<file path="config.mk">
export PLATFORM = sky130hd
export DESIGN_NAME = alu_unit
export DESIGN_NICKNAME = d
export VERILOG_FILES = /design/src/ooo_isa_pkg.sv /design/src/ooo_uarch_pkg.sv /design/src/alu_unit.sv
export SDC_FILE = /design/constraint.sdc
export NUM_CORES = 1
export LEC_CHECK = 0
export ABC_AREA = 1
export BUFFER_PORTS_ARGS = -buffer_cell sky130_fd_sc_hd__buf_2
export CAP_MARGIN = 20
export CORE_ASPECT_RATIO = 0.5
export CORE_MARGIN = 1.5
export CORE_UTILIZATION = 45
export CTS_BUF_LIST = sky130_fd_sc_hd__clkbuf_4 sky130_fd_sc_hd__clkbuf_8
export CTS_CLUSTER_DIAMETER = 60
export DETAILED_ROUTE_END_ITERATION = 7
export GPL_TIMING_DRIVEN = 0
export PLACE_DENSITY = 0.67
export SLEW_MARGIN = 10
export SYNTH_ARGS = -nofsm -noshare
export SYNTH_HDL_FRONTEND = slang
export SYNTH_SLANG_ARGS = --single-unit
export TNS_END_PERCENT = 30
</file>
<file path="constraint.sdc">
create_clock -name clk -period 2.4 [get_ports clk]
set_input_delay 0.12 -clock clk [delete_from_list [all_inputs] [get_ports clk]]
set_output_delay 0.12 -clock clk [all_outputs]
set_load 0.03 [all_outputs]
</file>
<file path="src/ooo_isa_pkg.sv">
`default_nettype none

package ooo_isa_pkg;

    // Kept integer operations, register-register first
    typedef enum logic [3:0] {
        op_add  = 4'd0,
        op_sub  = 4'd1,
        op_and  = 4'd2,
        op_or   = 4'd3,
        op_xor  = 4'd4,
        op_slt  = 4'd5,
        op_addi = 4'd6,
        op_andi = 4'd7,
        op_ori  = 4'd8,
        op_sll  = 4'd9,
        op_srl  = 4'd10
    } opcode_e;

    // Architectural register number
    typedef logic [4:0] reg_idx_t;

    // Data word
    typedef logic [31:0] word_t;

    // Already-fetched instruction as delivered on the issue port
    // Shift amount sits in imm[4:0]
    typedef struct packed {
        opcode_e        opcode;
        reg_idx_t       rd;
        reg_idx_t       rs;
        reg_idx_t       rt;
        logic [15:0]    imm;
    } inst_t;

endpackage

`default_nettype wire

</file>
<file path="src/ooo_uarch_pkg.sv">
`default_nettype none

package ooo_uarch_pkg;

    // ROB entry number, also the rename tag
    typedef logic [3:0] tag_t;

    // Result bus
    typedef struct packed {
        logic                   valid;
        tag_t                   tag;
        ooo_isa_pkg::word_t     data;
    } cdb_t;

    // Source operand, value only meaningful once ready
    typedef struct packed {
        logic                   ready;
        tag_t                   tag;
        ooo_isa_pkg::word_t     value;
    } operand_t;

    // Retirement record
    typedef struct packed {
        logic                   valid;
        ooo_isa_pkg::reg_idx_t  rd;
        ooo_isa_pkg::word_t     data;
    } commit_t;

    // Reservation station slot, busy doubles as issue valid
    typedef struct packed {
        logic                   busy;
        ooo_isa_pkg::opcode_e   opcode;
        tag_t                   dest;
        operand_t               rs_op;
        operand_t               rt_op;
        ooo_isa_pkg::word_t     imm;
    } rs_entry_t;

endpackage

`default_nettype wire

</file>
<file path="src/alu_unit.sv">
`timescale 1ns/1ps
`default_nettype none

module alu_unit (
    input  logic                        clk,
    input  logic                        rst,
    input  ooo_uarch_pkg::rs_entry_t    issue,
    output ooo_uarch_pkg::cdb_t         cdb
);

    ooo_isa_pkg::word_t a;
    ooo_isa_pkg::word_t b;
    ooo_isa_pkg::word_t result;

    assign a = issue.rs_op.value;
    assign b = issue.rt_op.value;

    always_comb begin
        case (issue.opcode)
            ooo_isa_pkg::op_add:  result = a + b;
            ooo_isa_pkg::op_sub:  result = a - b;
            ooo_isa_pkg::op_and:  result = a & b;
            ooo_isa_pkg::op_or:   result = a | b;
            ooo_isa_pkg::op_xor:  result = a ^ b;
            ooo_isa_pkg::op_slt:  result = {31'd0, $signed(a) < $signed(b)};
            ooo_isa_pkg::op_addi: result = a + issue.imm;
            ooo_isa_pkg::op_andi: result = a & issue.imm;
            ooo_isa_pkg::op_ori:  result = a | issue.imm;
            // Shifts act on rt
            ooo_isa_pkg::op_sll:  result = b << issue.imm[4:0];
            ooo_isa_pkg::op_srl:  result = b >> issue.imm[4:0];
            default:              result = '0;
        endcase
    end

    always_ff @(posedge clk) begin
        if (rst) begin
            cdb.valid <= 1'b0;
        end else begin
            cdb.valid <= issue.busy;
            cdb.tag   <= issue.dest;
            cdb.data  <= result;
        end
    end

endmodule

`default_nettype wire

</file>
==> flow_metrics.tcl <==
set metrics [dict create \
    ys.flop_type "edfxtp_1" \
    maxSlewViolCount 0 \
    fin_nets 2664 \
    syn2layout_area_growth_pct 24.7 \
    cp-start-kind "primary input" \
    synthMostInstantiatedCell "nand2_1" \
    numPortBuffers 141 \
    largestRegisters "cdb (37)" \
    synth_top_family_by_area "simple AND/OR/NAND/NOR gates" \
    slew-limit-headroom_pct 41.4 \
    max_flop_register "cdb" \
    yosys_warnings 0 \
    drc_errors 23 \
    synth_top_area_cell "nand2_1" \
    tritoncts "built" \
    synth-edff-count 36 \
    criticalPathCategory "primary input to register" \
    grt_pass1_vias 14723 \
    drt_iter0_drc 3066 \
    rsz0062_at_grt "yes" \
    clk_pin_slew_ns 0.10 \
    synth-seq-cells 37 \
    start_util_pct 45.8 \
    status "finished with violations" \
    drt_wl_total_um 68200 \
    dp_cells 2778 \
    finalCritPeriodShare_pct 104 \
    cts_made_buffers 5 \
    leakage_nw 7.58 \
    grt-ovfl-total 0 \
    yosys.area_share.adder_pct 7.74 \
    cts_sinks 37 \
    gp_congestion 1.09 \
    n_antenna_cell 0 \
    pre_cts_slack_ns -1.47 \
    wl_per_cell_um 24.2 \
    grt_start_max_net_pins 32 \
    setup_slack_ns -0.101 \
    failed_checks "design-rule violations, negative setup slack" \
    synthMuxAreaShare_pct 0 \
    cp_max_fo 5 \
    yosys.area_share.xor_xnor_pct 0.228 \
    cp-end-kind "register" \
    cts.htree.levels 2 \
    largest_reg_flops 37 \
    synth_top_area_share_pct 26.7 \
    synthTopCellsByCount "nand2_1, nand3_1, inv_1, nor2_1, o21ai_0" \
    die_h_um 116 \
    ios 154 \
    clockBufferDepth 2 \
    syn_area_per_cell_sq_um 5.02 \
    fillCellCount 2724 \
    syn-cell-area_sq_um 11500 \
    grt_pass1_wl_um 94500 \
    via_per_inst 6.17 \
    num_vias 17403 \
    ant_nets 0 \
    finalNonFillerCells 2822 \
    ir_worst_vdd_mv 0.208 \
    synthSimpleGateAreaFrac_pct 56.6 \
    slowest_delay_ns 0.35 \
    ys_async_sr_fraction_pct 0 \
    finalWorstPathRequiredPeriod_ns 2.50 \
    firstDrtPassIters 8 \
    hpwlAfterDp_um 53800 \
    powerDensity_nw_per_um2 348 \
    critical_path.most_common_cell "nand2_1" \
    yosysUniqueCellTypes 42 \
    hold_viol 0 \
    grt_usage_pct 48.7 \
    hold_path.class "primary input to register" \
    coreArea_sq_um 25100 \
    dieArea_sq_um 26600 \
    max_cap_viol_count 0 \
    crit_end "cdb[12]$_DFFE_PN_" \
    tightestPinTransition_ns 0.880 \
    max_clock_freq_mhz 400 \
    cp.arrival_ns 2.52 \
    utilization_pct 57.1 \
    path_cells "clkbuf_4 -> inv_4 -> nand2_4 -> nor2_4 -> buf_8 -> buf_12 -> o21ai_4 -> ha_1 -> nand2_1 -> nand2_1 -> inv_1 -> nand2_1 -> nand2_2 -> nand3_4 -> or2_4 -> nand3_4 -> nand4_1" \
    synth_compound_area_share_pct 11.9 \
    root_buffer "clkbuf_8" \
    antenna_found_initial 1 \
    syn_nets 2479 \
    required_ns 2.42 \
    ys_seq_area_share_pct 9.57 \
    syn-instance-count 2292 \
    layout-drive-gt1-share_pct 17.3 \
    timing.critical_path.from "issue[113]" \
    die_w_um 229 \
    slowest_stage "ha_1" \
    setup_viol 7 \
    synth_area_leaders "nand2_1, nand3_1, inv_1" \
    num_rows 41 \
]
[layer usage]
metal / up-vias / wire length [um] / global-route usage (%)
li1: 7824 / - / -
met2: 1446 / 26000 / 69.3
met3: 282 / 12000 / 20.4
met5: - / 22 / 0.174
met1: 7849 / 27100 / 65.9
met4: 2 / 3170 / 16.0
[worst max-delay path: cells and delay by family]
kind	cells	cell delay (ns)
fa+ha+maj	1	0.35
simple gates	10	1.34
buf+inv	5	0.61
compound gates	1	0.08
[area by class of cell]
class                   instances  area, sq um  area share (%)
multi-input cells            1847         9880            68.9
flip-flops and latches         37         1100            7.67
clock inverters                 3         41.3           0.288
well taps                     344          430            3.00
inverters                     324         1230            8.55
plain buffers                  80          454            3.17
clock buffers                   5         68.8           0.480
repair buffers                182         1140            7.98
[metrics by stage]
step	TNS [ns]	hold slack, ns	area (sq um)	power [mW]
finish	-0.293	0.346	14300	4.99
floorplan	-0.0356	0.191	11500	2.69
global route	-0.807	0.373	14300	5.19
detailed placement	-33.14	0.298	12700	3.73
CTS	-0.129	0.285	13500	4.53
global placement	-33.20	0.289	12700	3.71
[placed cells by master (no fill, tap or decap), types with 4 or more instances in the layout]
master	Yosys	layout
ha_1	68	40
o211ai_1	21	21
o21ai_1	7	11
o22ai_1	11	11
nand2_2	2	35
o21ai_4	0	15
ha_4	0	26
nand2_1	818	773
o21ai_2	1	21
dlygate4sd3_1	0	6
o2111ai_1	8	8
nor2_2	5	13
nand3_2	0	19
nor2_4	2	13
nand3_4	0	5
buf_2	39	174
o21ai_0	106	67
nand4_1	36	36
clkbuf_1	23	17
o21bai_1	10	10
a21oi_1	73	64
nor3_1	13	11
buf_1	16	13
or2_2	7	5
buf_4	5	30
inv_4	1	4
clkbuf_8	0	6
edfxtp_1	36	36
inv_1	319	309
buf_12	0	5
nand2_4	0	12
nand3b_1	9	9
buf_8	0	5
buf_6	1	7
a21oi_2	0	7
inv_2	3	10
nor2_1	193	174
a31oi_1	4	4
nand3_1	424	400
and2_1	14	14
[what timing repair did]
action | CTS | global route
hold endpoints to repair | 5 | 0
cloned | 2 | 1
setup endpoints to repair | 31 | 30
pin swaps | 22 | 50
hold buffers | 6 | 0
buffers inserted | 21 | 10
resized for setup | 146 | 156
[power breakdown]
group / switching [mW] / leakage, nW / internal [mW]
registers: 0.0195 / 0.356 / 0.809
clock network: 0.340 / 0.0518 / 0.307
logic: 2.45 / 7.18 / 1.07
[worst min path at each step]
stage	slack [ns]	to	cells after the start	start
detailed placement	0.30	cdb[33]$_DFFE_PN_	1	issue[107]
CTS	0.29	cdb[0]$_DFFE_PN_	5	issue[69]
finish	0.35	cdb[2]$_DFFE_PN_	5	issue[71]
global placement	0.29	cdb[36]$_SDFF_PP0_	2	rst
floorplan	0.19	cdb[36]$_SDFF_PP0_	1	rst
global route	0.37	cdb[0]$_DFFE_PN_	5	issue[69]
[kinds of logic after synthesis]
logic type | after synthesis
xor gates and xnor gates | 3
adders and majority gates | 70
DFF | 37
buffers and inverters | 408
AOI/OAI and AO/OA | 245
and+or+nand+nor | 1529
(Power assumes the default switching activity.)
