`src/ooo_isa_pkg.sv`:
```
`default_nettype none

package ooo_isa_pkg;

    // Kept integer operations, register-register first
    typedef enum logic [3:0] {
        op_add  = 4'd0,
        op_sub  = 4'd1,
        op_and  = 4'd2,
        op_or   = 4'd3,
        op_xor  = 4'd4,
        op_slt  = 4'd5,
        op_addi = 4'd6,
        op_andi = 4'd7,
        op_ori  = 4'd8,
        op_sll  = 4'd9,
        op_srl  = 4'd10
    } opcode_e;

    // Architectural register number
    typedef logic [4:0] reg_idx_t;

    // Data word
    typedef logic [31:0] word_t;

    // Already-fetched instruction as delivered on the issue port
    // Shift amount sits in imm[4:0]
    typedef struct packed {
        opcode_e        opcode;
        reg_idx_t       rd;
        reg_idx_t       rs;
        reg_idx_t       rt;
        logic [15:0]    imm;
    } inst_t;

endpackage

`default_nettype wire

```
`src/ooo_uarch_pkg.sv`:
```
`default_nettype none

package ooo_uarch_pkg;

    // ROB entry number, also the rename tag
    typedef logic [3:0] tag_t;

    // Result bus
    typedef struct packed {
        logic                   valid;
        tag_t                   tag;
        ooo_isa_pkg::word_t     data;
    } cdb_t;

    // Source operand, value only meaningful once ready
    typedef struct packed {
        logic                   ready;
        tag_t                   tag;
        ooo_isa_pkg::word_t     value;
    } operand_t;

    // Retirement record
    typedef struct packed {
        logic                   valid;
        ooo_isa_pkg::reg_idx_t  rd;
        ooo_isa_pkg::word_t     data;
    } commit_t;

    // Reservation station slot, busy doubles as issue valid
    typedef struct packed {
        logic                   busy;
        ooo_isa_pkg::opcode_e   opcode;
        tag_t                   dest;
        operand_t               rs_op;
        operand_t               rt_op;
        ooo_isa_pkg::word_t     imm;
    } rs_entry_t;

endpackage

`default_nettype wire

```
`src/rename_regfile.sv`:
```
`timescale 1ns/1ps
`default_nettype none

module rename_regfile (
    input  logic                    clk,
    input  logic                    rst,
    input  logic                    dispatch,
    input  ooo_isa_pkg::reg_idx_t   rs_idx,
    input  ooo_isa_pkg::reg_idx_t   rt_idx,
    input  ooo_isa_pkg::reg_idx_t   rd_idx,
    input  ooo_uarch_pkg::tag_t     alloc_tag,
    input  ooo_uarch_pkg::commit_t  retire,
    input  ooo_uarch_pkg::tag_t     retire_tag,
    output ooo_uarch_pkg::operand_t rs_src,
    output ooo_uarch_pkg::operand_t rt_src
);

    ooo_isa_pkg::word_t     regs [32];
    ooo_uarch_pkg::tag_t    tags [32];
    logic [31:0]            pending;

    // Pending register hands out its producer tag
    function automatic ooo_uarch_pkg::operand_t read_operand(ooo_isa_pkg::reg_idx_t idx);
        ooo_uarch_pkg::operand_t op;
        op.ready = 1'b1;
        op.tag   = '0;
        op.value = '0;
        if (idx != '0) begin
            op.ready = !pending[idx];
            op.tag   = tags[idx];
            op.value = pending[idx] ? '0 : regs[idx];
        end
        return op;
    endfunction

    always_comb begin
        rs_src = read_operand(rs_idx);
        rt_src = read_operand(rt_idx);
    end

    always_ff @(posedge clk) begin
        if (rst) begin
            pending <= '0;
            for (int i = 0; i < 32; i++) begin
                regs[i] <= '0;
            end
        end else begin
            if (retire.valid && retire.rd != '0) begin
                regs[retire.rd] <= retire.data;
                // Only clear if no younger writer has claimed rd
                if (pending[retire.rd] && tags[retire.rd] == retire_tag) begin
                    pending[retire.rd] <= 1'b0;
                end
            end
            // New mapping overrides the clear above
            if (dispatch && rd_idx != '0) begin
                pending[rd_idx] <= 1'b1;
                tags[rd_idx]    <= alloc_tag;
            end
        end
    end

endmodule

`default_nettype wire

```
`config.mk`:
```
export PLATFORM = sky130hd
export DESIGN_NAME = rename_regfile
export DESIGN_NICKNAME = d
export VERILOG_FILES = /design/src/ooo_isa_pkg.sv /design/src/ooo_uarch_pkg.sv /design/src/rename_regfile.sv
export SDC_FILE = /design/constraint.sdc
export NUM_CORES = 2
export LEC_CHECK = 0
export CAP_MARGIN = 30
export CELL_PAD_IN_SITES_DETAIL_PLACEMENT = 1
export CELL_PAD_IN_SITES_GLOBAL_PLACEMENT = 2
export CORE_MARGIN = 3
export CORE_UTILIZATION = 38
export CTS_BUF_LIST = sky130_fd_sc_hd__clkbuf_4
export CTS_CLUSTER_DIAMETER = 60
export DETAILED_ROUTE_END_ITERATION = 8
export DONT_BUFFER_PORTS = 1
export GPL_TIMING_DRIVEN = 1
export PLACE_DENSITY = 0.68
export SKIP_CTS_REPAIR_TIMING = 1
export SLEW_MARGIN = 20
export SYNTH_ARGS = -nofsm -noshare
export SYNTH_HDL_FRONTEND = slang
export SYNTH_SLANG_ARGS = --single-unit
```
`constraint.sdc`:
```
create_clock -name clk -period 8.1 [get_ports clk]
set_input_delay 1.215 -clock clk [delete_from_list [all_inputs] [get_ports clk]]
set_output_delay 1.215 -clock clk [all_outputs]
set_load 0.02 [all_outputs]
```
==> flow_summary.yaml <==
run_status:
  status: "finished with violations"
  failed_checks: "max-slew violations"
critical_path:
  crit_slowest_cell: "mux4_2"
  start_kind: "input port"
  cp_cell_sequence: "mux4_2 -> mux4_2 -> mux2i_1 -> o21ai_4 -> buf_4 -> nor2_1"
  cp_max_fo: 297
  crit_family: "multiplexers"
  cp.buffers_inverters: 1
  slowest_delay_ns: 0.61
  crit_top_cell: "mux4_2"
  critPathArrivalTime_ns: 4.42
  end_kind: "output pin"
  crit_required_ns: 6.88
  critical_path_class: "in -> out"
clock_tree:
  clockRootBuffer: "clkbuf_4"
  htreeDepth: 5
  clock_latency_ns: 1.36
  clk_pin_slew_ns: 0.07
  cts_buffers: 355
  cts.sinks: 1184
  clock_path_buffers: 4
  cts_tree: "yes"
sta:
  fin_setup_tns_ns: 0
  setup_viol: 0
  report.final.slew_viol_count: 53
  period_minus_slack_ns: 5.631
  timing.hold.ws_ns: 0.06806
  fin_ws_ns: 2.469
  hold_viol: 0
  rsz0062_at_grt: "no"
  post-route-period-util_pct: 69.52
  tightest_slew_ns: 1.581
  relSlewSlack_pct: -5.399
  clock_skew_ns: 0.1013
  timing.fmax_mhz: 177.6
power:
  irDropWorstVdd_v: 0.0001605
  p_int_w: 0.01073
  pwr-share-seq_pct: 50.1
  p_sw_share_pct: 25.06
  p_switching_w: 0.003589
  power_density_nw_per_um2: 202.5
  clock_power_share_pct: 39.4
  pwr-share-comb_pct: 10.5
  leakage_nw: 23.81
drt:
  drc_errors: 0
  vias: 38891
  routed_wirelength_mm: 229.5
  avgViaCountPerCell: 6.051
  wire_per_inst_microns: 35.71
  drt_iter0_markers: 4347
  drt_pass1_iterations: 5
  ant_nets: 0
grt:
  grt_max_degree: 299
  grt_pass1_vias: 40888
  antenna_found_initial: 18
  grt.total_usage_pct: 26.06
  grt_pass1_wl_mm: 316.7
  grt.overflow.total: 0
die:
  dieArea_sq_um: 172900
  row_count: 149
  initial_utilization_pct: 38.46
  die_h_microns: 415.8
  die_w_microns: 415.8
  io_pins: 138
  core-area_sq_um: 165900
synthesis:
  synth_edf_count: 1152
  syn_avg_cell_area_sq_um: 16.43
  yosysUniqueCellTypes: 43
  yosys.area_share.simple_pct: 12.24
  synth_seq_cells: 1184
  synth-xor-area-share_pct: 0.06667
  yosys_warnings: 0
  synthAdderAreaFrac_pct: 0
  synth_mux_area_share_pct: 28.61
  ys_seq_area_share_pct: 55.22
  synth_top_family_by_area: "multiplexers"
  synthFlopType: "edfxtp_1"
  syn_area_sq_um: 63810
  synth_compound_area_share_pct: 0.9981
  async_flop_share_pct: 0
  netlist_instances: 3883
cells_and_area:
  drive_gt1_share_pct: 33.77
  fin_area_sq_um: 70730
  nets: 4049
  final-seq-area_sq_um: 35230
  syn_to_final_growth_pct: 10.84
  fillCellCount: 16237
  fin_cells: 6427
  multi_input_area_sq_um: 27380
placement:
  port_buffers: 0
  placed_area_sq_um: 65950
  place_ws_ns: 2.962
  gp_congestion: 0.7844
  place_hpwl_mm: 120.7
  place_inst: 5774
job:
  drv_cap: 0
hold_path:
  hold_path.class: "in -> reg"
## logic make-up (layout without fill, tap and decap cells)
logic type      Yosys count  after routing
simple gates           1318           1318
flops                  1184           1184
mux                     884            884
buf+inv                 407            715
compound gates           85             85
xor+xnor                  4              4
other cells               1             48
## routing by layer
| layer | GRT usage, % | share of wire [%] | wire, microns |
|---|---|---|---|
| met5 | 0 | 0 | 0 |
| met4 | 8.382 | 2.9 | 6640 |
| met3 | 5.042 | 7.6 | 17390 |
| met2 | 42.05 | 48 | 110900 |
| met1 | 35.65 | 41 | 94610 |
## worst reg2reg max path, stage by stage, from the launching register on
cell,delay (ns)
edfxtp_1,0.41
mux2i_1,0.37
o22ai_1,0.14
nor4_1,0.33
o2111ai_1,0.38
xnor2_4,0.44
buf_16,0.22
nand4b_1,0.12
o22a_1,0.19
## cell type report
class	instances	share of cell area (%)
clock buffer	518	5.498
timing repair buffer	117	1.592
clock inverter	80	0.4670
tap	2189	3.872
sequential	1184	49.82
multi-input combinational	2327	38.71
antenna	12	0.04246
## flip-flops by register name, indices dropped and copies added, names as in the netlist
register  flops
pending      32
regs       1024
tags        128
## layout by cell type, fill, tap and decap left out, drive strengths merged, types with 4 or more instances in the layout
master,netlist,layout
and2,994,994
buf,137,81
clkbuf,270,518
clkinv,0,74
conb,1,36
dfxtp,32,32
diode,0,12
dlygate4sd3,0,36
edfxtp,1152,1152
inv,0,5
mux2i,132,132
mux4,752,752
nand2,53,53
nand2b,13,13
nand3b,8,8
nand4b,7,7
nand4bb,4,4
nor2,149,149
nor2b,35,35
nor3,20,20
nor4,7,7
o21bai,18,18
o22a,31,31
o22ai,30,30
or2,4,4
or4b,4,4
xnor2,4,4
## final timing paths
check | from | to | slack [ns] | cells past startpoint
setup / recovery | rs_idx[1] | rs_src[9] | 2.47 | 6
hold / removal | retire[27] | regs[19][27]$_SDFFCE_PN0P_ | 0.07 | 1
setup reg to reg | tags[17][1]$_DFFE_PP_ | pending[15]$_SDFF_PP0_ | 5.29 | 8
hold reg to reg | pending[0]$_SDFF_PP0_ | pending[0]$_SDFF_PP0_ | 0.50 | 1
## stage by stage
| step | utilization (%) | power, W |
|---|---|---|
| after floorplan | - | 0.008484 |
| after global placement | 39.69 | 0.008702 |
| after detailed placement | 39.75 | 0.008743 |
| after CTS | 42.29 | 0.01442 |
| after global routing | 42.62 | 0.01489 |
| final | 42.63 | 0.01432 |
## cells in the mapped netlist, drive strengths merged, types with 3 or more instances
library cell     n  area [sq um]
and2           994          6218
buf            137         808.3
clkbuf         270          1013
dfxtp           32         640.6
edfxtp        1152         34590
mux2i          132          1321
mux4           752         16940
nand2           53         198.9
nand2b          13         81.33
nand3b           8         60.06
nand4b           7         61.31
nand4bb          4         45.04
nor2           149         559.3
nor2b           35         219.0
nor3            20         100.1
nor4             7         43.79
o21bai          18         135.1
o22a            31         271.5
o22ai           30         187.7
or2              4         25.02
or3b             3         26.28
or4              3         22.52
or4b             4         40.04
or4bb            3         33.78
xnor2            4         42.55
## power groups by stage
stage	sequential, W	clock [W]	combinational (W)
floorplan	0.00725	0	0.00124
global placement	0.00728	0	0.00143
detailed placement	0.00731	0	0.00144
finish	0.00718	0.00564	0.00150
CTS	0.00718	0.00580	0.00144
global route	0.00721	0.00613	0.00155
No activity file was read; power rests on OpenSTA's default activity.
