## src/ooo_isa_pkg.sv

```systemverilog
`default_nettype none

package ooo_isa_pkg;

    // Kept integer operations, register-register first
    typedef enum logic [3:0] {
        op_add  = 4'd0,
        op_sub  = 4'd1,
        op_and  = 4'd2,
        op_or   = 4'd3,
        op_xor  = 4'd4,
        op_slt  = 4'd5,
        op_addi = 4'd6,
        op_andi = 4'd7,
        op_ori  = 4'd8,
        op_sll  = 4'd9,
        op_srl  = 4'd10
    } opcode_e;

    // Architectural register number
    typedef logic [4:0] reg_idx_t;

    // Data word
    typedef logic [31:0] word_t;

    // Already-fetched instruction as delivered on the issue port
    // Shift amount sits in imm[4:0]
    typedef struct packed {
        opcode_e        opcode;
        reg_idx_t       rd;
        reg_idx_t       rs;
        reg_idx_t       rt;
        logic [15:0]    imm;
    } inst_t;

endpackage

`default_nettype wire

```

## src/ooo_uarch_pkg.sv

```systemverilog
`default_nettype none

package ooo_uarch_pkg;

    // ROB entry number, also the rename tag
    typedef logic [3:0] tag_t;

    // Result bus
    typedef struct packed {
        logic                   valid;
        tag_t                   tag;
        ooo_isa_pkg::word_t     data;
    } cdb_t;

    // Source operand, value only meaningful once ready
    typedef struct packed {
        logic                   ready;
        tag_t                   tag;
        ooo_isa_pkg::word_t     value;
    } operand_t;

    // Retirement record
    typedef struct packed {
        logic                   valid;
        ooo_isa_pkg::reg_idx_t  rd;
        ooo_isa_pkg::word_t     data;
    } commit_t;

    // Reservation station slot, busy doubles as issue valid
    typedef struct packed {
        logic                   busy;
        ooo_isa_pkg::opcode_e   opcode;
        tag_t                   dest;
        operand_t               rs_op;
        operand_t               rt_op;
        ooo_isa_pkg::word_t     imm;
    } rs_entry_t;

endpackage

`default_nettype wire

```

## src/reorder_buffer.sv

```systemverilog
`timescale 1ns/1ps
`default_nettype none

module reorder_buffer #(
    parameter int rob_depth = 8
) (
    input  logic                        clk,
    input  logic                        rst,
    input  logic                        dispatch,
    input  ooo_isa_pkg::reg_idx_t       dispatch_rd,
    output ooo_uarch_pkg::tag_t         alloc_tag,
    input  ooo_uarch_pkg::operand_t     rs_src,
    input  ooo_uarch_pkg::operand_t     rt_src,
    output ooo_uarch_pkg::operand_t     rs_operand,
    output ooo_uarch_pkg::operand_t     rt_operand,
    input  ooo_uarch_pkg::cdb_t         cdb,
    output ooo_uarch_pkg::commit_t      commit,
    output ooo_uarch_pkg::tag_t         commit_tag,
    output logic                        credit_return
);

    localparam int ptr_w = $clog2(rob_depth);

    ooo_uarch_pkg::tag_t    head;
    ooo_uarch_pkg::tag_t    tail;
    logic [4:0]             count;
    logic                   done [rob_depth];
    ooo_isa_pkg::reg_idx_t  rd_q [rob_depth];
    ooo_isa_pkg::word_t     data_q [rob_depth];
    logic                   retire_now;

    function automatic logic [ptr_w-1:0] slot(ooo_uarch_pkg::tag_t t);
        return t[ptr_w-1:0];
    endfunction

    function automatic ooo_uarch_pkg::tag_t next_ptr(ooo_uarch_pkg::tag_t p);
        return (p == ooo_uarch_pkg::tag_t'(rob_depth - 1)) ? '0 : p + 1'b1;
    endfunction

    // Done stays set after retire so a lookup in the commit cycle still hits
    function automatic ooo_uarch_pkg::operand_t resolve(ooo_uarch_pkg::operand_t src);
        ooo_uarch_pkg::operand_t op;
        op = src;
        if (!src.ready) begin
            if (done[slot(src.tag)]) begin
                op.ready = 1'b1;
                op.value = data_q[slot(src.tag)];
            end else if (cdb.valid && cdb.tag == src.tag) begin
                op.ready = 1'b1;
                op.value = cdb.data;
            end
        end
        return op;
    endfunction

    always_comb begin
        rs_operand = resolve(rs_src);
        rt_operand = resolve(rt_src);
    end

    assign alloc_tag  = tail;
    assign retire_now = (count != '0) && done[slot(head)];

    always_ff @(posedge clk) begin
        if (rst) begin
            head          <= '0;
            tail          <= '0;
            count         <= '0;
            commit.valid  <= 1'b0;
            credit_return <= 1'b0;
            for (int i = 0; i < rob_depth; i++) begin
                done[i] <= 1'b0;
            end
        end else begin
            if (dispatch) begin
                done[slot(tail)] <= 1'b0;
                rd_q[slot(tail)] <= dispatch_rd;
                tail             <= next_ptr(tail);
            end
            // Completion from the result bus
            if (cdb.valid) begin
                done[slot(cdb.tag)]   <= 1'b1;
                data_q[slot(cdb.tag)] <= cdb.data;
            end
            // Head retires in order
            commit.valid  <= retire_now;
            credit_return <= retire_now;
            commit.rd     <= rd_q[slot(head)];
            commit.data   <= data_q[slot(head)];
            commit_tag    <= head;
            if (retire_now) begin
                head <= next_ptr(head);
            end
            count <= count + 5'(dispatch) - 5'(retire_now);
        end
    end

endmodule

`default_nettype wire

```

## config.mk

```make
export PLATFORM = sky130hd
export DESIGN_NAME = reorder_buffer
export DESIGN_NICKNAME = d
export VERILOG_FILES = /design/src/ooo_isa_pkg.sv /design/src/ooo_uarch_pkg.sv /design/src/reorder_buffer.sv
export SDC_FILE = /design/constraint.sdc
export NUM_CORES = 1
export LEC_CHECK = 0
export BUFFER_PORTS_ARGS = -buffer_cell sky130_fd_sc_hd__buf_4
export CAP_MARGIN = 20
export CORE_MARGIN = 5
export CORE_UTILIZATION = 45
export CTS_BUF_LIST = sky130_fd_sc_hd__clkbuf_8
export DETAILED_ROUTE_END_ITERATION = 6
export PLACE_DENSITY = 0.65
export SYNTH_ARGS = -nofsm -noshare
export SYNTH_HDL_FRONTEND = slang
export SYNTH_SLANG_ARGS = --single-unit
export TNS_END_PERCENT = 1
```

## constraint.sdc

```tcl
create_clock -name clk -period 10.6 [get_ports clk]
set_input_delay 0.53 -clock clk [delete_from_list [all_inputs] [get_ports clk]]
set_output_delay 0.53 -clock clk [all_outputs]
set_load 0.05 [all_outputs]
```

==> key figures <==
Clocking
  – H-tree depth: 2
  – Post-CTS Setup Inserts: 0
  – Worst-Skew Late Latency: approximately 0.6 ns
  – Post-CTS Resized: 0
  – Number of buffers created by CTS: 60
  – Worst-path clk slew: about 0.06 ns
  – Hold_buf cts: 0
  – CTS tree: yes
  – Clock sinks: 362
  – Bufs on Longest Clock Path: 3
  – Root Buffer: clkbuf_8

Logic synthesis
  – Area leader, netlist: edfxtp_1
  – Sequential fraction of the synthesis area: 56.5%
  – EDFF count, synth: 337
  – Top_reg_cell synth: edfxtp_1
  – Total of flip-flops plus latches after synthesis: between 300 and 400
  – Top cells by area, synth: edfxtp_1 (54%), mux4_2 (25%), mux2i_1 (3.6%)
  – YS warnings: 0
  – Post-Syn Nets: 1,168
  – FFs w/ async S/R, synth: 0%
  – Synthesized instance count: 1,040
  – Yosys cell types: 44
  – Synth top area share: 53.8%
  – Avg Cell Area, Syn: 18.1 um2
  – Area of the mapped netlist: 18,800 um2

Run status
  – Status: completed

Timing
  – Slew Viols, Final: 0
  – Crit path time final: 4.34 ns
  – Final Hold Vio Count: 0
  – F_max: about 0.23 GHz
  – Least-Margin Pin Slew: 1.10 ns
  – Final period utilization: 40.9%
  – TNS Setup: 0 ns
  – Endpoints failing setup: 0
  – Max transition margin: 27.0%
  – Clock Skew: 0.0182 ns
  – RSZ-0062 raised after global routing: false

Die
  – Initial Utilization: 45.7%
  – Row count: 74
  – Chip Width: around 210 um
  – Die area: 46,000 um2
  – Top-level I/O count: 240
  – Die height: 214 um
  – Core footprint: around 41,000 um2

Setup path
  – FF-to-FF path depth: 3
  – Crit path max fanout: 33
  – Crit Path Category: in -> out
  – Worst setup EP type: primary output
  – Crit path from: rt_src[33]
  – Critical Path End: rt_operand[2]
  – Worst path arrival time: 3.81 ns
  – Worst EP required: slightly above 10 ns
  – CP Launch Type: input pin
  – R2r startpoint: head[0]$_SDFFE_PP0N_
  – R2R Path End: commit[17]$_DFFE_PN_
  – Worst R2R Setup Slack: 7.67 ns

Global routing
  – Vias in the first global route: 12,200
  – First-pass GRT wire length: 77.9 mm
  – Gr ovfl total: 0
  – Initial antenna violation count: 2
  – Global router's overall resource usage: 22.2%
  – Largest net degree at the start of global routing: 66

Detailed routing
  – Post-route ant nets: 0
  – Routed wire per std cell: 28.3 um
  – Vias/cell: between 6 and 7
  – Drt drc: 0
  – Total Wirelength: 52.2 mm
  – Via count: 11,500
  – Pre-antenna DRT Iters: 5
  – Starting DRT DRC Count: 1,066

Power
  – Leakage power figure: 7.58 nW
  – Pwr/cell area: 159 nW/um2
  – Max VDD drop: 89.5 uV

Finish
  – Fin cells: 1,845
  – Layout area overhead: 17.8%
  – Layout cells sized above 1: between 40% and 50%
  – NumNets Final: about 1,400

Place
  – Post-DP HPWL: between 30 and 40 mm
  – Final RePlAce weighted congestion: 0.819
  – Placed cells: 1,733
  – PortBufs: 239

Hold path
  – Worst min-delay path class: in -> reg

Flow run
  – Max_cap viols: 0
metal layers:
layer | vias up | routed length (um) | track usage, %
met2 | 465 | 26100 | 37.5
li1 | 4930 | - | -
met1 | 6037 | 21400 | 29.8
met3 | 76 | 3540 | 4.25
met5 | - | 0 | 0
met4 | 0 | 1230 | 6.01
kinds of logic (layout without fill, tap and decap cells):
group           count (synthesis)  count (layout)  synth area share [%]
flops                         362             362                  56.5
mux                           312             312                  30.6
simple gates                   69              69                  1.86
compound gates                158             158                  7.05
fa+ha+maj                       9               9                 0.639
other cells                     0               2                     0
buf+inv                       121             392                  2.92
xor+xnor                        9               9                 0.419
worst max-delay path, cell delays in order:
cell and delay, ns:
buf_4 0.53, inv_2 0.51, a222oi_1 0.52, nand4_1 0.50, buf_8 0.34, buf_4 0.22
a2bb2oi_1 0.18, o22a_1 0.24, buf_4 0.19
metrics by stage:
stage               total power (W)  hold slack, ns  util, %  instance area, um2  setup WS (ns)
finish                      0.00351           0.169     53.8               22100           6.26
global route                0.00366           0.129     53.8               22100           6.05
CTS                         0.00355           0.110     53.8               22100           5.74
detailed placement          0.00243           0.469     51.2               21000           5.73
global placement            0.00242           0.456     51.2               21000           5.85
floorplan                   0.00221           0.406        -               18800           6.37
cell type report:
class | instances | area [um2]
antenna | 2 | 5.00
clock buffer | 63 | 867
clock inverter | 46 | 215
fill | 3269 | 19000
inverter | 22 | 82.6
multi-input combinational | 557 | 7700
sequential | 362 | 10600
tap | 532 | 666
timing repair buffer | 261 | 1970
layout by cell type (no fill, tap or decap), drive strengths merged, types with 4 or more instances in the layout:
master,n
o32ai,5
o22a,64
a21oi,9
ha,8
edfxtp,337
nor3,5
mux2,39
buf,261
mux4,206
o21ai,4
nand2,14
mux2i,67
nor2,22
nand3,7
clkinv,21
nand2b,9
dfxtp,25
clkbuf,63
xor2,6
inv,44
a2bb2oi,62
power by group:
part | switching [W] | internal [W]
combinational | 0.000395 | 0.000321
clock | 0.000551 | 0.000570
sequential | 0.0000534 | 0.00162
synthesized netlist by cell type, types with 2 or more instances:
cell type	n
buf_4	13
o22a_1	64
dfxtp_1	25
buf_6	2
mux2_2	38
xor2_1	6
nor3_1	5
nor2_1	22
nand2_1	14
nand2b_1	9
clkbuf_1	51
xnor2_1	3
o21a_1	2
buf_2	24
a31oi_1	3
or3_1	2
ha_1	8
a2bb2oi_1	62
nand3b_1	2
nand4_1	3
o21bai_1	2
o32ai_1	5
o21ai_0	4
o2111ai_1	2
a21oi_1	9
nor2b_1	2
mux4_2	206
mux2i_1	67
inv_1	20
edfxtp_1	337
buf_1	9
nand3_1	7
worst min-delay path by stage:
stage	cells past startpoint	endpoint	start
final	1	rd_q[2][2]$_DFFE_PP_	dispatch_rd[2]
after global routing	1	rd_q[2][2]$_DFFE_PP_	dispatch_rd[2]
after CTS	1	rd_q[2][2]$_DFFE_PP_	dispatch_rd[2]
after detailed placement	0	commit_tag[3]$_DFFE_PN_	head[3]$_SDFFE_PP0N_
after global placement	0	commit_tag[3]$_DFFE_PN_	head[3]$_SDFFE_PP0N_
after floorplan	0	commit_tag[2]$_DFFE_PN_	head[2]$_SDFFE_PP0N_
flip-flops by register name, summed over array words and instances (netlist names), named ones only:
signal,flops
done,8
data_q,256
alloc_tag,4
count,5
head,4
rd_q,40
commit_tag,4
commit,37
credit_return,1
Note: power is estimated with default switching activity, not from simulation.
