[src/ooo_isa_pkg.sv]
`default_nettype none

package ooo_isa_pkg;

    // Kept integer operations, register-register first
    typedef enum logic [3:0] {
        op_add  = 4'd0,
        op_sub  = 4'd1,
        op_and  = 4'd2,
        op_or   = 4'd3,
        op_xor  = 4'd4,
        op_slt  = 4'd5,
        op_addi = 4'd6,
        op_andi = 4'd7,
        op_ori  = 4'd8,
        op_sll  = 4'd9,
        op_srl  = 4'd10
    } opcode_e;

    // Architectural register number
    typedef logic [4:0] reg_idx_t;

    // Data word
    typedef logic [31:0] word_t;

    // Already-fetched instruction as delivered on the issue port
    // Shift amount sits in imm[4:0]
    typedef struct packed {
        opcode_e        opcode;
        reg_idx_t       rd;
        reg_idx_t       rs;
        reg_idx_t       rt;
        logic [15:0]    imm;
    } inst_t;

endpackage

`default_nettype wire

[src/ooo_uarch_pkg.sv]
`default_nettype none

package ooo_uarch_pkg;

    // ROB entry number, also the rename tag
    typedef logic [3:0] tag_t;

    // Result bus
    typedef struct packed {
        logic                   valid;
        tag_t                   tag;
        ooo_isa_pkg::word_t     data;
    } cdb_t;

    // Source operand, value only meaningful once ready
    typedef struct packed {
        logic                   ready;
        tag_t                   tag;
        ooo_isa_pkg::word_t     value;
    } operand_t;

    // Retirement record
    typedef struct packed {
        logic                   valid;
        ooo_isa_pkg::reg_idx_t  rd;
        ooo_isa_pkg::word_t     data;
    } commit_t;

    // Reservation station slot, busy doubles as issue valid
    typedef struct packed {
        logic                   busy;
        ooo_isa_pkg::opcode_e   opcode;
        tag_t                   dest;
        operand_t               rs_op;
        operand_t               rt_op;
        ooo_isa_pkg::word_t     imm;
    } rs_entry_t;

endpackage

`default_nettype wire

[src/reservation_station.sv]
`timescale 1ns/1ps
`default_nettype none

module reservation_station #(
    parameter int rob_depth = 8
) (
    input  logic                        clk,
    input  logic                        rst,
    input  logic                        dispatch,
    input  ooo_isa_pkg::inst_t          dispatch_inst,
    input  ooo_uarch_pkg::tag_t         dispatch_tag,
    input  ooo_uarch_pkg::operand_t     rs_operand,
    input  ooo_uarch_pkg::operand_t     rt_operand,
    input  ooo_uarch_pkg::cdb_t         cdb,
    output ooo_uarch_pkg::rs_entry_t    issue
);

    localparam int idx_w = $clog2(rob_depth);
    typedef logic [idx_w-1:0] slot_t;

    ooo_uarch_pkg::rs_entry_t   entries [rob_depth];
    ooo_uarch_pkg::rs_entry_t   new_entry;
    slot_t                      free_idx;
    slot_t                      sel_idx;
    logic                       free_found;
    logic                       sel_found;

    // Build the slot, unused operands are marked ready
    always_comb begin
        new_entry.busy   = 1'b1;
        new_entry.opcode = dispatch_inst.opcode;
        new_entry.dest   = dispatch_tag;
        new_entry.rs_op  = rs_operand;
        new_entry.rt_op  = rt_operand;
        new_entry.imm    = '0;
        case (dispatch_inst.opcode)
            ooo_isa_pkg::op_addi: begin
                new_entry.imm         = {{16{dispatch_inst.imm[15]}}, dispatch_inst.imm};
                new_entry.rt_op.ready = 1'b1;
            end
            ooo_isa_pkg::op_andi, ooo_isa_pkg::op_ori: begin
                new_entry.imm         = {16'd0, dispatch_inst.imm};
                new_entry.rt_op.ready = 1'b1;
            end
            ooo_isa_pkg::op_sll, ooo_isa_pkg::op_srl: begin
                new_entry.imm         = {27'd0, dispatch_inst.imm[4:0]};
                new_entry.rs_op.ready = 1'b1;
            end
            default: begin
                new_entry.imm = '0;
            end
        endcase
    end

    // Lowest free slot and lowest ready slot
    always_comb begin
        free_idx   = '0;
        free_found = 1'b0;
        sel_idx    = '0;
        sel_found  = 1'b0;
        for (int i = 0; i < rob_depth; i++) begin
            if (!entries[i].busy && !free_found) begin
                free_idx   = slot_t'(i);
                free_found = 1'b1;
            end
            if (entries[i].busy && entries[i].rs_op.ready && entries[i].rt_op.ready
                    && !sel_found) begin
                sel_idx   = slot_t'(i);
                sel_found = 1'b1;
            end
        end
    end

    assign issue = sel_found ? entries[sel_idx] : '0;

    always_ff @(posedge clk) begin
        if (rst) begin
            for (int i = 0; i < rob_depth; i++) begin
                entries[i].busy <= 1'b0;
            end
        end else begin
            for (int i = 0; i < rob_depth; i++) begin
                if (sel_found && sel_idx == slot_t'(i)) begin
                    entries[i].busy <= 1'b0;
                end
                // Wakeup from the result bus
                if (cdb.valid && !entries[i].rs_op.ready && entries[i].rs_op.tag == cdb.tag) begin
                    entries[i].rs_op.ready <= 1'b1;
                    entries[i].rs_op.value <= cdb.data;
                end
                if (cdb.valid && !entries[i].rt_op.ready && entries[i].rt_op.tag == cdb.tag) begin
                    entries[i].rt_op.ready <= 1'b1;
                    entries[i].rt_op.value <= cdb.data;
                end
                if (dispatch && free_found && free_idx == slot_t'(i)) begin
                    entries[i] <= new_entry;
                end
            end
        end
    end

endmodule

`default_nettype wire

[config.mk]
export PLATFORM = sky130hd
export DESIGN_NAME = reservation_station
export DESIGN_NICKNAME = d
export VERILOG_FILES = /design/src/ooo_isa_pkg.sv /design/src/ooo_uarch_pkg.sv /design/src/reservation_station.sv
export SDC_FILE = /design/constraint.sdc
export NUM_CORES = 2
export LEC_CHECK = 0
export BUFFER_PORTS_ARGS = -buffer_cell sky130_fd_sc_hd__buf_2
export CAP_MARGIN = 10
export CELL_PAD_IN_SITES_DETAIL_PLACEMENT = 0
export CELL_PAD_IN_SITES_GLOBAL_PLACEMENT = 1
export CORE_MARGIN = 4
export CORE_UTILIZATION = 49
export DETAILED_ROUTE_END_ITERATION = 16
export GPL_TIMING_DRIVEN = 0
export PLACE_DENSITY_LB_ADDON = 0.1
export SLEW_MARGIN = 15
export SYNTH_ARGS = -nofsm -noshare
export SYNTH_HDL_FRONTEND = slang
export SYNTH_SLANG_ARGS = --single-unit
[constraint.sdc]
create_clock -name clk -period 7.3 [get_ports clk]
set_clock_uncertainty 0.1 [all_clocks]
set_input_delay 0.365 -clock clk [delete_from_list [all_inputs] [get_ports clk]]
set_output_delay 0.365 -clock clk [all_outputs]
set_load 0.05 [all_outputs]
==> impl_metrics.json <==
{
  "worst_slew_pin_slew_ps": 1320,
  "pwr-share-comb_pct": 9.5,
  "drtIter0Drc": 4825,
  "postSynthAreaPerCell_sq_um": 10.9,
  "whs_endpoint": "entries[3][91]$_DFFE_PP_",
  "fin_nets": 3980,
  "path_clk_slew_ps": 60,
  "vias": 31800,
  "ys_async_sr_fraction_pct": 0,
  "cp.arrival_ps": 4780,
  "endpoint_kind": "output pin",
  "hold_path_depth": 3,
  "clk-insertion-delay-late_ps": 630,
  "areaGrowthSynthToFinish_pct": 16.5,
  "synthCells": 3373,
  "largest_register_ffs": 800,
  "htreeDepth": 3,
  "wl_per_cell_um": 33.0,
  "synth.net_count": 3526,
  "seq_area_sq_um": 24000,
  "p_leak_nw": 16.2,
  "r2r-start": "entries[5][114]$_DFFE_PP_",
  "p_seq_share_pct": 50.0,
  "relSlewSlack_pct": 12.0,
  "ys_ff_latch": 800,
  "holdWs_ps": 52.1,
  "multi_input_area_sq_um": 11300,
  "design_power_total_mw": 10.3,
  "ioPinCount": 268,
  "setup_viol_count_final": 0,
  "netSwitchingFraction_pct": 25.1,
  "cts_buffer_depth": 3,
  "std_cell_rows": 100,
  "drc": 0,
  "synth_area_leaders": "edfxtp_1, o21ai_0, nand2_1",
  "dpl.hpwl_um": 112000,
  "powerDensity_nw_per_um2": 240,
  "layout-drive-gt1-share_pct": 15.3,
  "die_w_um": 282,
  "synth-warning-count": 0,
  "grt_pass1_wl_um": 219000,
  "grt_pass1_vias": 30600,
  "chipHeight_um": 282,
  "grt.total_usage_pct": 39.3,
  "grt_max_degree": 30,
  "postLayoutCellArea_sq_um": 42900,
  "worstHoldStart": "cdb[22]",
  "drt-pass1-iter-count": 6,
  "grt_overflow": 0,
  "gp_congestion": 0.961,
  "postCtsSetupBuffers": 0,
  "clock_power_share_pct": 40.5,
  "final_hold_viol_count": 0,
  "top_regs": "entries: 800 flops",
  "yosys.area.top_type": "edfxtp_1",
  "finalCriticalPeriod_ps": 5250,
  "numClockSinks": 800,
  "place_area_sq_um": 40200,
  "ir_drop_v": 0.000152,
  "coreArea_sq_um": 74400,
  "synth-edff-count": 800,
  "cp-start-kind": "flop",
  "synth_area_sq_um": 36800,
  "crit_fanout": 13,
  "port_buffers": 215,
  "fill_cells": 6440,
  "power.internal_mw": 7.72,
  "crit_type": "flop to output pin",
  "cts_tree": "done",
  "holdCritPathClass": "input port to flop",
  "routed_wl_um": 161000,
  "status": "complete, no violations",
  "ant_nets": 0,
  "cts_made_buffers": 86,
  "synth_top_area_share_pct": 65.2,
  "ys_seq_area_share_pct": 65.2,
  "antenna_found_initial": 10,
  "cts_resized": 0,
  "rsz0062_at_grt": "false",
  "initial_core_util_pct": 49.5,
  "reg2reg_slack_ps": 2950,
  "reg2reg_depth": 10,
  "rr_endpoint": "entries[4][47]$_DFFE_PP_",
  "fmax_mhz": 191,
  "die_area_sq_um": 79600,
  "cts_hold_buf": 16,
  "drv_slew": 0,
  "registers.top_by_ff_count": "entries",
  "cts_root_buffer": "clkbuf_16",
  "cp_data_required_time_ps": 6840,
  "routed_via_density": 6.54,
  "fin_crit_sh_pct": 71.9,
  "drv_cap": 0,
  "synth_cell_type_count": 49,
  "ys.flop_type": "edfxtp_1",
  "p_sw_mw": 2.59
}
## kinds of logic after synthesis
family,synth area share (%)
compound gates,15.0
xor+xnor,1.55
buf+inv,4.50
flops,65.2
mux,0.571
simple gates,13.1
## metal layers
metal / GRT usage [%] / part of all wire (%)
met5: 0 / 0.015
met4: 20.7 / 6.1
met3: 11.4 / 14
met2: 61.3 / 45
met1: 50.1 / 36
## critical path, cell delays in order, from the launching register on
cell and delay [ps]:
edfxtp_1 480, nand3_1 250, nand2_1 200, o21ai_2 600, clkbuf_1 710, clkbuf_2 640
a311oi_1 220, a221oi_2 420, buf_4 250, buf_4 120, buf_2 250
## cell usage after synthesis (7+ instances only)
cell,n
a21o_1,21
buf_2,46
clkbuf_2,7
xnor2_1,49
inv_1,85
o21ai_0,602
clkbuf_1,198
o41ai_1,16
nand3_1,276
edfxtp_1,800
a311o_1,76
mux2i_1,21
a21oi_1,157
buf_1,29
and3_1,25
a31o_2,20
nor2b_1,19
buf_4,19
o21ai_1,12
nor2_1,13
xor2_1,16
a221oi_1,21
buf_6,7
a311oi_1,20
nand2_1,780
## metrics by stage
| stage | cells | TNS [ps] | worst slack (ps) | utilization (%) |
|---|---|---|---|---|
| floorplan | 3373 | 0 | 1880 | - |
| global placement | 4557 | -2052410 | -4770 | 52.6 |
| detailed placement | 4692 | 0 | 2360 | 54.0 |
| CTS | 4853 | 0 | 1650 | 57.7 |
| global route | 4855 | 0 | 1900 | 57.7 |
| finish | 4858 | 0 | 2050 | 57.7 |
## how the worst max path moves through the flow
stage	from	endpoint
final	entries[3][114]$_SDFFCE_PN0P_	issue[22]
after global routing	entries[3][114]$_SDFFCE_PN0P_	issue[22]
after CTS	entries[3][114]$_SDFFCE_PN0P_	issue[22]
after detailed placement	entries[3][114]$_SDFFCE_PN0P_	issue[22]
after global placement	cdb[34]	entries[5][75]$_DFFE_PP_
after floorplan	cdb[35]	entries[0][100]$_DFFE_PP_
## power groups by stage
stage | Sequential (mW) | Clock, mW | Combinational, mW
detailed placement | 5.25 | 0 | 0.942
floorplan | 5.24 | 0 | 0.565
finish | 5.15 | 4.18 | 0.980
global placement | 5.26 | 0 | 0.903
global route | 5.15 | 4.35 | 1.02
CTS | 5.15 | 4.15 | 0.952
## placed cells by master (no fill, tap or decap), drive strengths merged, types with 25 or more instances in the layout
cell type and count:
a21oi 157, a311o 76, and3 25, buf 451, clkbuf 319, clkinv 25
edfxtp 800, inv 86, nand2 780, nand3 279, o21ai 615, xnor2 49
## cell type report
type / instances / share of cell area [%]
inverters: 85 / 0.743
clock inverters: 31 / 0.568
well taps: 969 / 2.82
diodes: 5 / 0.0291
flip-flops and latches: 800 / 56.0
multi-input cells: 2182 / 26.3
clock buffers: 114 / 5.41
repair buffers: 366 / 5.04
plain buffers: 306 / 3.12
Note: power is estimated with default switching activity, not from simulation.
